<file path="config.mk">
export PLATFORM = sky130hd
export DESIGN_NAME = enc_ctrl
export DESIGN_NICKNAME = d
export VERILOG_FILES = /design/src/logic/enc_pkg.sv /design/src/logic/enc_ctrl.sv /design/src/logic/enc_debounce.sv /design/src/logic/enc_freq.sv /design/src/logic/enc_period.sv /design/src/logic/enc_quad_counter.sv /design/src/logic/enc_reg_file.sv /design/src/logic/enc_tick_gen.sv
export VERILOG_INCLUDE_DIRS = /design/src /design/src/include
export SDC_FILE = /design/constraint.sdc
export NUM_CORES = 1
export LEC_CHECK = 0
export CAP_MARGIN = 20
export CORE_UTILIZATION = 40
export DETAILED_ROUTE_END_ITERATION = 10
export DONT_BUFFER_PORTS = 1
export PLACE_DENSITY = 0.64
export SLEW_MARGIN = 20
export SYNTH_ARGS = -nofsm -noshare
export SYNTH_HDL_FRONTEND = slang
export SYNTH_HIERARCHICAL = 1
export SYNTH_SLANG_ARGS = --single-unit
export TNS_END_PERCENT = 10
</file>
<file path="constraint.sdc">
create_clock -name sysclk -period 3.2 [get_ports sysclk]
set_input_delay 0.32 -clock sysclk [delete_from_list [all_inputs] [get_ports sysclk]]
set_output_delay 0.32 -clock sysclk [all_outputs]
set_load 0.005 [all_outputs]
</file>
<file path="src/include/enc_settings.svh">
// Build-time constants for the encoder interface; include wherever sizes or addresses are needed
`ifndef ENC_SETTINGS_SVH
`define ENC_SETTINGS_SVH

// ---------------------------------------------------------------------------
// channel and filter sizing
// ---------------------------------------------------------------------------
`define ENC_NUM_CH        4           // channels numbered 1 to ENC_NUM_CH
`define ENC_FILT_LEN      3           // stable cycles before a line is accepted

// prescaler ratios
`define ENC_FAST_DIV      4           // sysclk cycles per fast tick
`define ENC_SLOW_DIV      256         // fast ticks per slow window

`define ENC_PRELOAD_INIT  24'h800000  // half scale

// ---------------------------------------------------------------------------
// register address map
// ---------------------------------------------------------------------------
`define ENC_BLK_MSB       15          // block field
`define ENC_BLK_LSB       12
`define ENC_CH_MSB        7           // channel field
`define ENC_CH_LSB        4
`define ENC_OFF_MSB       3           // offset field
`define ENC_OFF_LSB       0

`define ENC_ADDR_MAIN     4'h0

`define ENC_OFF_LOAD      4'h0        // preload readable and writable
`define ENC_OFF_DATA      4'h1        // count with overflow flag
`define ENC_OFF_PERD      4'h2        // period measurement
`define ENC_OFF_FREQ      4'h3        // frequency measurement

`endif

</file>
<file path="src/logic/enc_pkg.sv">
// Data types shared by the encoder channels, the register file and the testbench
`include "enc_settings.svh"

package enc_pkg;

    // preload as written by the host
    typedef logic [23:0] enc_preload_t;

    // position counter, sticky wrap flag on top
    typedef struct packed {
        logic         ovf;              // bit 24
        enc_preload_t pos;              // bits 23:0
    } enc_count_t;

    typedef logic [14:0] enc_mag_t;    // velocity magnitude, saturates at 7fff

    // velocity readout, direction in msb
    typedef struct packed {
        logic     dir;                  // 1 = forward
        enc_mag_t mag;
    } enc_meas_t;

    typedef enum logic [3:0] {
        ENC_REG_LOAD = `ENC_OFF_LOAD,
        ENC_REG_DATA = `ENC_OFF_DATA,
        ENC_REG_PERD = `ENC_OFF_PERD,
        ENC_REG_FREQ = `ENC_OFF_FREQ
    } enc_reg_off_e;

endpackage

</file>
<file path="src/logic/enc_ctrl.sv">
// Top level of the four-channel encoder interface, filters, counters, velocity and registers
`timescale 1ns/1ps
`include "enc_settings.svh"

module enc_ctrl
    import enc_pkg::*;
(
    input  logic                 sysclk,
    input  logic                 reset,         // active low, synchronous
    input  logic [1:`ENC_NUM_CH] enc_a,         // raw encoder lines
    input  logic [1:`ENC_NUM_CH] enc_b,
    input  logic [15:0]          reg_raddr,
    input  logic [15:0]          reg_waddr,
    input  logic [31:0]          reg_wdata,
    input  logic                 reg_wen,
    output logic [31:0]          reg_rdata
);

    logic [1:`ENC_NUM_CH] enc_a_filt;
    logic [1:`ENC_NUM_CH] enc_b_filt;
    logic [1:`ENC_NUM_CH] dir;          // last counted direction per channel
    logic [1:`ENC_NUM_CH] load;
    logic                 tick_fast;
    logic                 tick_slow;

    enc_preload_t preload   [1:`ENC_NUM_CH];
    enc_count_t   count     [1:`ENC_NUM_CH];
    enc_meas_t    perd_data [1:`ENC_NUM_CH];
    enc_meas_t    freq_data [1:`ENC_NUM_CH];

    // ------------------------------------------------------------------------
    // shared time base
    // ------------------------------------------------------------------------
    enc_tick_gen u_tick_gen (
        .sysclk    (sysclk),
        .reset     (reset),
        .tick_fast (tick_fast),
        .tick_slow (tick_slow)
    );

    // ------------------------------------------------------------------------
    // per-channel datapath
    // ------------------------------------------------------------------------
    for (genvar ch = 1; ch <= `ENC_NUM_CH; ch++)
    begin : g_chan
        enc_debounce u_filt_a (.sysclk(sysclk), .reset(reset),
                               .raw(enc_a[ch]), .filt(enc_a_filt[ch]));
        enc_debounce u_filt_b (.sysclk(sysclk), .reset(reset),
                               .raw(enc_b[ch]), .filt(enc_b_filt[ch]));

        enc_quad_counter u_quad (
            .sysclk  (sysclk),
            .reset   (reset),
            .a       (enc_a_filt[ch]),
            .b       (enc_b_filt[ch]),
            .load    (load[ch]),
            .preload (preload[ch]),
            .count   (count[ch]),
            .dir     (dir[ch])
        );

        enc_period u_perd (.sysclk(sysclk), .reset(reset), .tick_fast(tick_fast),
                           .b(enc_b_filt[ch]), .dir(dir[ch]), .perd(perd_data[ch]));
        enc_freq   u_freq (.sysclk(sysclk), .reset(reset), .tick_slow(tick_slow),
                           .b(enc_b_filt[ch]), .dir(dir[ch]), .freq(freq_data[ch]));
    end

    enc_reg_file u_reg_file (
        .sysclk    (sysclk),
        .reset     (reset),
        .reg_raddr (reg_raddr),
        .reg_waddr (reg_waddr),
        .reg_wdata (reg_wdata),
        .reg_wen   (reg_wen),
        .reg_rdata (reg_rdata),
        .load      (load),
        .preload   (preload),
        .count     (count),
        .perd      (perd_data),
        .freq      (freq_data)
    );

endmodule

</file>
<file path="src/logic/enc_debounce.sv">
// Glitch filter for one raw encoder line, synchronizer plus stability counter
`timescale 1ns/1ps
`include "enc_settings.svh"

module enc_debounce (
    input  logic sysclk,
    input  logic reset,                 // active low, synchronous
    input  logic raw,                   // asynchronous encoder line
    output logic filt                   // accepted level
);

    localparam int CNT_W = $clog2(`ENC_FILT_LEN + 1);
    localparam logic [CNT_W-1:0] CNT_LAST = CNT_W'(`ENC_FILT_LEN - 1);

    logic             sync0;
    logic             sync1;            // synchronized level
    logic [CNT_W-1:0] stable_cnt;       // cycles sync1 has differed from filt

    always_ff @(posedge sysclk)
    begin
        if (!reset)
        begin
            sync0      <= 1'b0;
            sync1      <= 1'b0;
            stable_cnt <= '0;
            filt       <= 1'b0;
        end
        else
        begin
            sync0 <= raw;
            sync1 <= sync0;
            if (sync1 == filt)
                stable_cnt <= '0;           // pulse ended early, start over
            else if (stable_cnt == CNT_LAST)
            begin
                filt       <= sync1;        // held long enough
                stable_cnt <= '0;
            end
            else
                stable_cnt <= stable_cnt + 1'b1;
        end
    end

endmodule

</file>
<file path="src/logic/enc_freq.sv">
// Velocity by frequency, counts rising edges of filtered b per slow window
`timescale 1ns/1ps

module enc_freq
    import enc_pkg::*;
(
    input  logic      sysclk,
    input  logic      reset,            // active low, synchronous
    input  logic      tick_slow,        // end of window
    input  logic      b,                // filtered line b
    input  logic      dir,
    output enc_meas_t freq
);

    logic     b_prev;
    logic     b_rise;
    enc_mag_t edge_cnt;                 // rising edges in current window

    assign b_rise = b & ~b_prev;

    always_ff @(posedge sysclk)
    begin
        if (!reset)
        begin
            b_prev   <= 1'b0;
            edge_cnt <= '0;
            freq     <= '0;
        end
        else
        begin
            b_prev <= b;
            if (tick_slow)
            begin
                freq.dir <= dir;
                freq.mag <= edge_cnt;
                edge_cnt <= enc_mag_t'(b_rise);  // coincident edge opens next window
            end
            else if (b_rise && edge_cnt != '1)
                edge_cnt <= edge_cnt + 1'b1;
        end
    end

endmodule

</file>
<file path="src/logic/enc_period.sv">
// Velocity by period, counts fast ticks between rising edges of filtered b
`timescale 1ns/1ps

module enc_period
    import enc_pkg::*;
(
    input  logic      sysclk,
    input  logic      reset,            // active low, synchronous
    input  logic      tick_fast,        // one-cycle time base
    input  logic      b,                // filtered line b
    input  logic      dir,              // from the position counter
    output enc_meas_t perd
);

    logic     b_prev;
    logic     b_rise;
    enc_mag_t tick_cnt;                 // fast ticks since last rising edge

    assign b_rise = b & ~b_prev;

    always_ff @(posedge sysclk)
    begin
        if (!reset)
        begin
            b_prev   <= 1'b0;
            tick_cnt <= '0;
            perd     <= '0;
        end
        else
        begin
            b_prev <= b;
            if (b_rise)
            begin
                // publish the interval and restart
                perd.dir <= dir;
                perd.mag <= tick_cnt;
                tick_cnt <= '0;
            end
            else if (tick_fast && tick_cnt != '1)
                tick_cnt <= tick_cnt + 1'b1;    // stalls at 7fff when stopped
        end
    end

endmodule

</file>
<file path="src/logic/enc_quad_counter.sv">
// 4x quadrature decoder with preloadable 24-bit position and sticky wrap flag
`timescale 1ns/1ps
`include "enc_settings.svh"

module enc_quad_counter
    import enc_pkg::*;
(
    input  logic         sysclk,
    input  logic         reset,         // active low, synchronous
    input  logic         a,             // filtered line a
    input  logic         b,             // filtered line b
    input  logic         load,          // one-cycle preload strobe
    input  enc_preload_t preload,
    output enc_count_t   count,
    output logic         dir            // 1 = last step forward
);

    logic [1:0] ab_prev;                // {a, b} seen last cycle
    logic [1:0] ab_cur;
    logic       step_fwd;
    logic       step_rev;

    assign ab_cur = {a, b};

    // ------------------------------------------------------------------------
    // gray-code step decode, a leading b counts up
    // ------------------------------------------------------------------------
    always_comb
    begin
        step_fwd = 1'b0;
        step_rev = 1'b0;
        case ({ab_prev, ab_cur})
            4'b00_10, 4'b10_11, 4'b11_01, 4'b01_00: step_fwd = 1'b1;
            4'b00_01, 4'b01_11, 4'b11_10, 4'b10_00: step_rev = 1'b1;
            default: ;                  // no change, or both lines moved at once
        endcase
    end

    always_ff @(posedge sysclk)
    begin
        if (!reset)
        begin
            ab_prev <= 2'b00;
            count   <= {1'b0, `ENC_PRELOAD_INIT};
            dir     <= 1'b0;
        end
        else
        begin
            ab_prev <= ab_cur;
            if (load)                   // host load wins over a step
            begin
                count.pos <= preload;
                count.ovf <= 1'b0;
            end
            else if (step_fwd)
            begin
                count.pos <= count.pos + 24'd1;
                if (&count.pos)
                    count.ovf <= 1'b1;  // ffffff -> 000000
                dir <= 1'b1;
            end
            else if (step_rev)
            begin
                count.pos <= count.pos - 24'd1;
                if (count.pos == '0)
                    count.ovf <= 1'b1;  // 000000 -> ffffff
                dir <= 1'b0;
            end
        end
    end

endmodule

</file>
<file path="src/logic/enc_reg_file.sv">
// Host register file, preload storage, load strobes and read data select
`timescale 1ns/1ps
`include "enc_settings.svh"

module enc_reg_file
    import enc_pkg::*;
(
    input  logic                    sysclk,
    input  logic                    reset,      // active low, synchronous
    input  logic [15:0]             reg_raddr,  // level, data follows same cycle
    input  logic [15:0]             reg_waddr,
    input  logic [31:0]             reg_wdata,
    input  logic                    reg_wen,    // one cycle per write
    output logic [31:0]             reg_rdata,
    output logic [1:`ENC_NUM_CH]    load,       // to counters, one cycle
    output enc_preload_t            preload [1:`ENC_NUM_CH],
    input  enc_count_t              count   [1:`ENC_NUM_CH],
    input  enc_meas_t               perd    [1:`ENC_NUM_CH],
    input  enc_meas_t               freq    [1:`ENC_NUM_CH]
);

    localparam int CH_W = `ENC_CH_MSB - `ENC_CH_LSB + 1;

    logic [CH_W-1:0] wr_ch;
    logic            wr_ok;             // qualified preload write
    logic [CH_W-1:0] rd_ch;
    logic            rd_blk_ok;
    enc_reg_off_e    rd_off;

    // ------------------------------------------------------------------------
    // write side
    // ------------------------------------------------------------------------
    assign wr_ch = reg_waddr[`ENC_CH_MSB:`ENC_CH_LSB];
    assign wr_ok = reg_wen
                && (reg_waddr[`ENC_BLK_MSB:`ENC_BLK_LSB] == `ENC_ADDR_MAIN)
                && (reg_waddr[`ENC_OFF_MSB:`ENC_OFF_LSB] == `ENC_OFF_LOAD);

    always_ff @(posedge sysclk)
    begin
        if (!reset)
        begin
            load <= '0;
            for (int i = 1; i <= `ENC_NUM_CH; i++)
                preload[i] <= `ENC_PRELOAD_INIT;
        end
        else
        begin
            // channel 0 and channels past ENC_NUM_CH match nothing
            for (int i = 1; i <= `ENC_NUM_CH; i++)
            begin
                load[i] <= wr_ok && (wr_ch == CH_W'(i));
                if (wr_ok && (wr_ch == CH_W'(i)))
                    preload[i] <= reg_wdata[$bits(enc_preload_t)-1:0];
            end
        end
    end

    // ------------------------------------------------------------------------
    // read side, combinational
    // ------------------------------------------------------------------------
    assign rd_ch     = reg_raddr[`ENC_CH_MSB:`ENC_CH_LSB];
    assign rd_blk_ok = (reg_raddr[`ENC_BLK_MSB:`ENC_BLK_LSB] == `ENC_ADDR_MAIN);
    assign rd_off    = enc_reg_off_e'(reg_raddr[`ENC_OFF_MSB:`ENC_OFF_LSB]);

    always_comb
    begin
        reg_rdata = '0;                 // unknown address reads zero
        if (rd_blk_ok)
        begin
            for (int i = 1; i <= `ENC_NUM_CH; i++)
            begin
                if (rd_ch == CH_W'(i))
                begin
                    case (rd_off)
                        ENC_REG_LOAD: reg_rdata = 32'(preload[i]);
                        ENC_REG_DATA: reg_rdata = 32'(count[i]);  // ovf in bit 24
                        ENC_REG_PERD: reg_rdata = 32'(perd[i]);
                        ENC_REG_FREQ: reg_rdata = 32'(freq[i]);
                        default:      reg_rdata = '0;
                    endcase
                end
            end
        end
    end

endmodule

</file>
<file path="src/logic/enc_tick_gen.sv">
// Prescaler giving the fast tick and the slow window tick as sysclk enables
`timescale 1ns/1ps
`include "enc_settings.svh"

module enc_tick_gen (
    input  logic sysclk,
    input  logic reset,                 // active low, synchronous
    output logic tick_fast,             // every ENC_FAST_DIV cycles
    output logic tick_slow              // every ENC_SLOW_DIV fast ticks
);

    localparam int FAST_W = $clog2(`ENC_FAST_DIV);
    localparam int SLOW_W = $clog2(`ENC_SLOW_DIV);
    localparam logic [FAST_W-1:0] FAST_LAST = FAST_W'(`ENC_FAST_DIV - 1);
    localparam logic [SLOW_W-1:0] SLOW_LAST = SLOW_W'(`ENC_SLOW_DIV - 1);

    logic [FAST_W-1:0] fast_cnt;
    logic [SLOW_W-1:0] slow_cnt;        // fast ticks into current window
    logic              fast_wrap;

    assign fast_wrap = (fast_cnt == FAST_LAST);

    always_ff @(posedge sysclk)
    begin
        if (!reset)
        begin
            fast_cnt  <= '0;
            slow_cnt  <= '0;
            tick_fast <= 1'b0;
            tick_slow <= 1'b0;
        end
        else
        begin
            fast_cnt  <= fast_wrap ? '0 : fast_cnt + 1'b1;
            tick_fast <= fast_wrap;
            tick_slow <= fast_wrap && (slow_cnt == SLOW_LAST);  // last fast tick of window
            if (fast_wrap)
                slow_cnt <= (slow_cnt == SLOW_LAST) ? '0 : slow_cnt + 1'b1;
        end
    end

endmodule

</file>
==> results of run 1 <==
## synthesized netlist by cell type, types with 25 or more instances
cell type  count  area (sq um)
xnor2_1       49           429
a21oi_1      289          1450
nor2_1       197           739
nand4_1       76           475
nand2_1      437          1640
mux2i_1      225          2250
o21a_1        25           188
ha_1         106          1330
o21ai_0      167           836
o22ai_1       50           313
dfxtp_1      520         10400
xor2_1        35           307
nor3_1        55           275
o21ai_1       52           260
a21boi_0      68           510
buf_2         61           305
clkbuf_1     110           413
o31ai_1       30           225
inv_1         57           214
or3_1         56           350
o211ai_1      48           360
nand3_1      111           556
and2_1        57           357
nor2b_1       91           569
nor4_1        47           294
## cell type report
cell class | count | area [sq um] | share of cell area
clock buffers | 80 | 1700 | 0.0500
multi-input cells | 2796 | 18700 | 0.550
clock inverters | 29 | 373 | 0.0110
repair buffers | 142 | 1310 | 0.0386
flip-flops and latches | 520 | 10400 | 0.307
inverters | 62 | 233 | 0.00686
well taps | 969 | 1210 | 0.0358
diodes | 6 | 15.0 | 0.000443
## stage by stage
stage               setup WS [ns]  power (W)
floorplan                   0.105    0.00709
global placement            0.257    0.00707
detailed placement          0.232    0.00707
CTS                         0.215     0.0144
global route              0.00711     0.0147
finish                      0.173     0.0143
## cell usage in the layout, fill, tap and decap left out, types with 47 or more instances in the layout
master	n
xnor2_1	49
clkbuf_16	59
buf_4	71
nand2_1	437
nand4_1	76
or3_1	55
dlygate4sd3_1	66
dfxtp_1	519
o22ai_1	50
and2_1	57
a21oi_1	289
o21ai_0	167
nor2_1	193
nand3_1	111
nor3_1	55
mux2i_1	225
a21boi_0	68
o211ai_1	48
nor4_1	47
o21ai_1	51
ha_1	105
nor2b_1	90
inv_1	57
## power breakdown
part / total (W) / switching, W / internal, W
logic: 0.000589 / 0.000355 / 0.000234
clock network: 0.00719 / 0.00290 / 0.00429
registers: 0.00651 / 0.0000178 / 0.00650
total: 0.0143 / 0.00328 / 0.0110
## state kept, by name, indices dropped and copies added, names as in the netlist, 60 cells and up
name and cells:
g_chan.u_freq/edge_cnt 60, g_chan.u_freq/freq 64, g_chan.u_perd/perd 64, g_chan.u_perd/tick_cnt 60
g_chan.u_quad/count 100, u_reg_file/preload 96
## cell families after synthesis
group | after synthesis
multiplexers | 247
flip-flops | 520
AND/OR/NAND/NOR | 1342
XOR/XNOR | 84
buffers and inverters | 280
other | 1
adder cells (fa/ha/maj) | 110
AO/OA/AOI/OAI | 1006
## metal layers
layer / up-vias / wire [um]
met4: 4 / 2720
li1: 13300 / -
met2: 862 / 39700
met1: 13200 / 42800
met5: - / 27
met3: 174 / 9310
## worst reg2reg max path: cells and delay by family (launching register included)
kind	cells	cell delay [ns]
AOI/OAI and AO/OA	5	1.06
buffers and inverters	2	0.44
adders and majority gates	1	0.44
DFF	1	0.31
and+or+nand+nor	2	0.23
muxes	1	0.23
xor gates and xnor gates	1	0.17
## timing repair
action                                  CTS  global route
endpoints found under the setup margin    0             2
hold endpoints to repair                310             0
resized for setup                         0             2
hold buffers                             69             0
## worst max path at each step
stage               cells past startpoint  slack, ns                                      end
floorplan                              10       0.11  g_chan[1].u_quad/count[20]$_SDFFE_PN0P_
global placement                       11       0.26  g_chan[3].u_quad/count[20]$_SDFFE_PN0P_
detailed placement                     12       0.23  g_chan[1].u_quad/count[16]$_SDFFE_PN0P_
CTS                                    12       0.22  g_chan[1].u_quad/count[16]$_SDFFE_PN0P_
global route                           11      0.007  g_chan[3].u_quad/count[17]$_SDFFE_PN0P_
finish                                 12       0.17  g_chan[1].u_quad/count[16]$_SDFFE_PN0P_
==> impl_metrics.py, run 1 <==
metrics = {
    "worst_setup_path": {
        "arrival_ns": 3.52,
        "r2r_slack_ns": 0.17,
        "rr_worst_depth": 12,
        "required_ns": 3.69,
        "cp_common_cell": "o2111ai_1",
        "reg2reg_to": "g_chan[1].u_quad/count[16]$_SDFFE_PN0P_",
        "cp_top_family": "compound AO/OA/AOI/OAI gates",
        "crit_slowest_cell": "fa_1",
        "worstReg2RegStart": "g_chan[1].u_filt_a/filt$_SDFFE_PN0P_",
        "startpoint_type": "flip-flop",
        "crit_chain": "xor2_1 > nand2_1 > buf_4 > inv_2 > fa_1 > nor2b_4 > o2111ai_1 > a21oi_2 > o2111ai_1 > a21oi_1 > mux2i_1 > o311ai_0",
        "worstSetupEndpointType": "flip-flop",
        "worstPathMaxFanout": 26,
        "critPathKind": "flip-flop to flip-flop",
        "crit_start": "g_chan[1].u_filt_a/filt$_SDFFE_PN0P_",
        "critPathMaxStageDelay_ns": 0.44,
        "path_buf_inv": 2,
    },
    "global_route": {
        "grt_pass1_wl_um": 146000,
        "first_global_vias": 24900,
        "antenna_found_initial": 5,
        "grtUsageMet3": 0.0622,
        "grtUsageTotal": 0.238,
        "met1_usage": 0.332,
        "grt_start_max_net_pins": 233,
        "overflow": 0,
        "gr-usage-met2": 0.355,
        "grt.busiest_layer": "met2",
    },
    "layout": {
        "final_area_sq_um": 33900,
        "utilization": 0.453,
        "nets": 3766,
        "areaGrowthSynthToFinish_pct": 11.7,
        "fill_cells": 7317,
        "final_cells": 4604,
        "drive_gt1_frac": 0.0970,
    },
    "drt": {
        "wl_per_cell_um": 20.5,
        "firstDrtPassIters": 6,
        "detail_route.iter0.violations": 2660,
        "drc": 0,
        "drt_wl_total_um": 94500,
        "antenna_left": 0,
        "vias": 27500,
        "drt-vias-per-instance": 5.98,
    },
    "placement": {
        "placed_area_sq_um": 31100,
        "gp_congestion": 0.918,
        "dp_hpwl_um": 66200,
        "port_buffers": 0,
        "placed_cells": 4420,
    },
    "clock_network": {
        "clk_transition_reported_paths_ns": 0.07,
        "numClockSinks": 520,
        "clk_latency_ns": 0.64,
        "clock_path_buffers": 3,
        "numCtsBuffers": 59,
        "post_cts_buffers": 0,
        "cts_tree": "done",
        "h-tree-depth": 2,
        "root_buffer": "clkbuf_16",
    },
    "floorplanning": {
        "fp.dieH_um": 277,
        "initial_utilization": 0.406,
        "die_w_um": 277,
        "ios": 107,
        "fp.dieArea_sq_um": 77000,
        "core_area_sq_um": 74800,
        "row_count": 100,
    },
    "sta": {
        "slew_viol_final": 0,
        "setup_tns_ns": 0,
        "worst_pin_slew_ns": 1.03,
        "period_minus_slack_ns": 3.03,
        "fin_worst_hold_slack_ns": 0.0721,
        "fin_worst_skew_ns": 0.0204,
        "rsz0062_at_grt": "false",
        "slew_headroom": 0.308,
        "fin_crit_sh": 0.946,
        "report.final.hold_viol_count": 0,
        "timing.fmax_ghz": 0.330,
        "finalSetupViolCount": 0,
    },
    "synth": {
        "ys_warn_count": 6,
        "synth_mux_area_frac": 0.0880,
        "synth-compound-area-share": 0.217,
        "synthSimpleGateAreaFrac": 0.237,
        "synthArstFlopShare": 0,
        "synthFlopType": "dfxtp_1",
        "postSynthCellCount": 3590,
        "synth_xor_area_frac": 0.0242,
        "synthAdderAreaFrac": 0.0463,
        "yosysSeqAreaShare": 0.343,
        "yosys_register_bits": 520,
        "synth_edf_count": 0,
        "syn_area_per_cell_sq_um": 8.46,
        "syn_area_sq_um": 30400,
        "yosysUniqueCellTypes": 102,
        "synth_top_family_by_area": "simple AND/OR/NAND/NOR gates",
    },
    "hold_path": {
        "hp-start": "reset",
        "hold_end": "g_chan[4].u_freq/edge_cnt[13]$_SDFFE_PP0P_",
        "min_path_cells": 2,
        "hold_path.class": "input pin to flip-flop",
    },
    "power": {
        "leakagePower_nw": 12.7,
        "powerDensity_nw_per_um2": 422,
        "ir_worst_vdd_uv": 413,
    },
    "status": {
        "status": "finished clean",
    },
    "flow_run": {
        "cap_violations": 0,
    },
}
Note: power is estimated with default switching activity, not from simulation.
==> run 2, diff against run 1 <==
HOLD_SLACK_MARGIN = 0.1   (was default)
==> run 2 against run 1 <==
  * Hold slack gained 0.051 ns
  * Design area rose by 3.2%
  * Clock skew grew 0.0056 ns
  * Fmax is 2.0% lower
  * Sequential power barely moved
  * First-iteration DRC count down 5.5%
  * Critical path type is now input pin to flip-flop
  * Critical endpoint is now u_reg_file/preload[76]$_SDFFE_PN0P_
  * Largest cell class unchanged
==> impl_metrics.py, run 2 (same netlist as run 1, synthesis figures left out) <==
metrics = {
    "clock_network": {
        "post_cts_buffers": 0,
        "cts_tree": "done",
        "h-tree-depth": 2,
        "root_buffer": "clkbuf_16",
        "numCtsBuffers": 59,
        "clk_transition_reported_paths_ns": 0.07,
        "clock_path_buffers": 3,
        "numClockSinks": 520,
        "clk_latency_ns": 0.64,
    },
    "global_route": {
        "grtUsageTotal": 0.239,
        "overflow": 0,
        "first_global_vias": 25600,
        "grt_start_max_net_pins": 232,
        "antenna_found_initial": 5,
        "grt_pass1_wl_um": 147000,
    },
    "power": {
        "p_seq_frac": 0.456,
        "ir_worst_vdd_uv": 419,
        "powerDensity_nw_per_um2": 408,
        "p_switching_w": 0.00326,
        "clkPwrFrac": 0.504,
        "p_sw_frac": 0.228,
        "leakagePower_nw": 13.4,
        "comb_power_share": 0.040,
        "intPower_w": 0.0110,
    },
    "drt": {
        "antenna_left": 0,
        "vias": 28000,
        "wl_per_cell_um": 20.1,
        "firstDrtPassIters": 6,
        "drc": 0,
        "drt_wl_total_um": 95000,
        "detail_route.iter0.violations": 2513,
        "drt-vias-per-instance": 5.93,
    },
    "worst_setup_path": {
        "worstPathMaxFanout": 30,
        "required_ns": 3.72,
        "startpoint_type": "input pin",
        "critPathKind": "input pin to flip-flop",
        "worstSetupEndpointType": "flip-flop",
        "arrival_ns": 3.61,
    },
    "placement": {
        "port_buffers": 0,
        "dp_slack_ns": 0.232,
        "dp_hpwl_um": 66200,
        "placed_area_sq_um": 31100,
        "gp_congestion": 0.918,
    },
    "layout": {
        "nets": 3876,
        "largest_register_ffs": 100,
        "reg_top3": "g_chan.u_quad/count x100, u_reg_file/preload x96",
        "largest_register": "g_chan.u_quad/count",
        "final_cell_mix": "dfxtp_1, nand2_1, a21oi_1, mux2i_1, nor2_1",
        "layout_commonest_cell": "dfxtp_1",
        "drive_gt1_frac": 0.0941,
        "areaGrowthSynthToFinish_pct": 15.3,
        "final_area_sq_um": 35000,
    },
    "sta": {
        "setup_tns_ns": 0,
        "worst_pin_slew_ns": 1.01,
        "slew_headroom": 0.327,
        "setup_slack_ns": 0.112,
        "timing.fmax_ghz": 0.324,
        "slew_viol_final": 0,
        "finalSetupViolCount": 0,
        "fin_worst_skew_ns": 0.0260,
        "report.final.hold_viol_count": 0,
        "period_minus_slack_ns": 3.09,
        "fin_crit_sh": 0.965,
        "rsz0062_at_grt": "false",
        "fin_worst_hold_slack_ns": 0.123,
    },
    "floorplanning": {
        "ios": 107,
        "core_area_sq_um": 74800,
        "row_count": 100,
        "initial_utilization": 0.406,
        "die_w_um": 277,
        "fp.dieH_um": 277,
        "fp.dieArea_sq_um": 77000,
    },
    "status": {
        "status": "finished clean",
    },
    "hold_path": {
        "hold_path.class": "input pin to flip-flop",
    },
    "flow_run": {
        "cap_violations": 0,
    },
}
-- run 2: changes by cell type in the layout (fill, tap and decap cells not counted), sizes merged --
| cell | delta |
|---|---|
| dlygate4sd3 | +111 |
| diode | -1 |
| buf | -1 |
-- run 2: worst max-delay path: stages --
cell	delay (ns)
nor4_1	0.47
and4_1	0.39
nand3b_1	0.59
buf_4	0.48
nand3_1	0.12
dlygate4sd3_1	0.57
o21ai_1	0.07
dlygate4sd3_1	0.57
-- run 2: layout make-up --
type / count / area (sq um)
diodes: 5 / 12.5
clock inverters: 29 / 373
multi-input cells: 2796 / 18700
clock buffers: 80 / 1700
well taps: 969 / 1210
flip-flops and latches: 520 / 10400
inverters: 62 / 233
fillers: 7215 / 39800
repair buffers: 252 / 2390
-- run 2: power by group through the flow --
stage | registers, W | clock network (W) | logic, W
6_report | 0.00651 | 0.00720 | 0.000567
5_1_grt | 0.00651 | 0.00761 | 0.000601
4_1_cts | 0.00651 | 0.00734 | 0.000552
3_5_place_dp | 0.00666 | 0 | 0.000413
3_3_place_gp | 0.00666 | 0 | 0.000410
2_1_floorplan | 0.00665 | 0 | 0.000437
-- run 2: stage by stage --
step,power (W),utilization,instances
2_1_floorplan,0.00709,-,3596
3_3_place_gp,0.00707,0.415,4420
3_5_place_dp,0.00707,0.415,4420
4_1_cts,0.0144,0.467,4708
5_1_grt,0.0147,0.468,4710
6_report,0.0143,0.468,4713
-- run 2: layer usage --
layer,vias up,track usage,part of all wire
met5,-,0,0.00023
met4,4,0.0788,0.031
met3,164,0.0609,0.096
met2,880,0.359,0.43
met1,13400,0.330,0.45
li1,13500,-,-
-- run 2: timing repair --
| action | CTS | global route |
|---|---|---|
| hold endpoints to repair | 397 | 0 |
| setup endpoints to repair | 0 | 3 |
| gates resized for setup | 0 | 3 |
| hold buffers | 179 | 0 |
-- run 2: path summary, 6_finish.rpt --
check	from	endpoint	slack (ns)	depth (start not counted)
hold / removal	reg_waddr[4]	u_reg_file/preload[68]$_SDFFE_PN0P_	0.12	4
hold reg to reg	g_chan[3].u_filt_b/stable_cnt[0]$_SDFF_PP0_	g_chan[3].u_filt_b/stable_cnt[0]$_SDFF_PP0_	0.42	1
setup reg to reg	g_chan[1].u_filt_a/filt$_SDFFE_PN0P_	g_chan[1].u_quad/count[16]$_SDFFE_PN0P_	0.18	12
setup / recovery	reg_waddr[1]	u_reg_file/preload[76]$_SDFFE_PN0P_	0.11	8
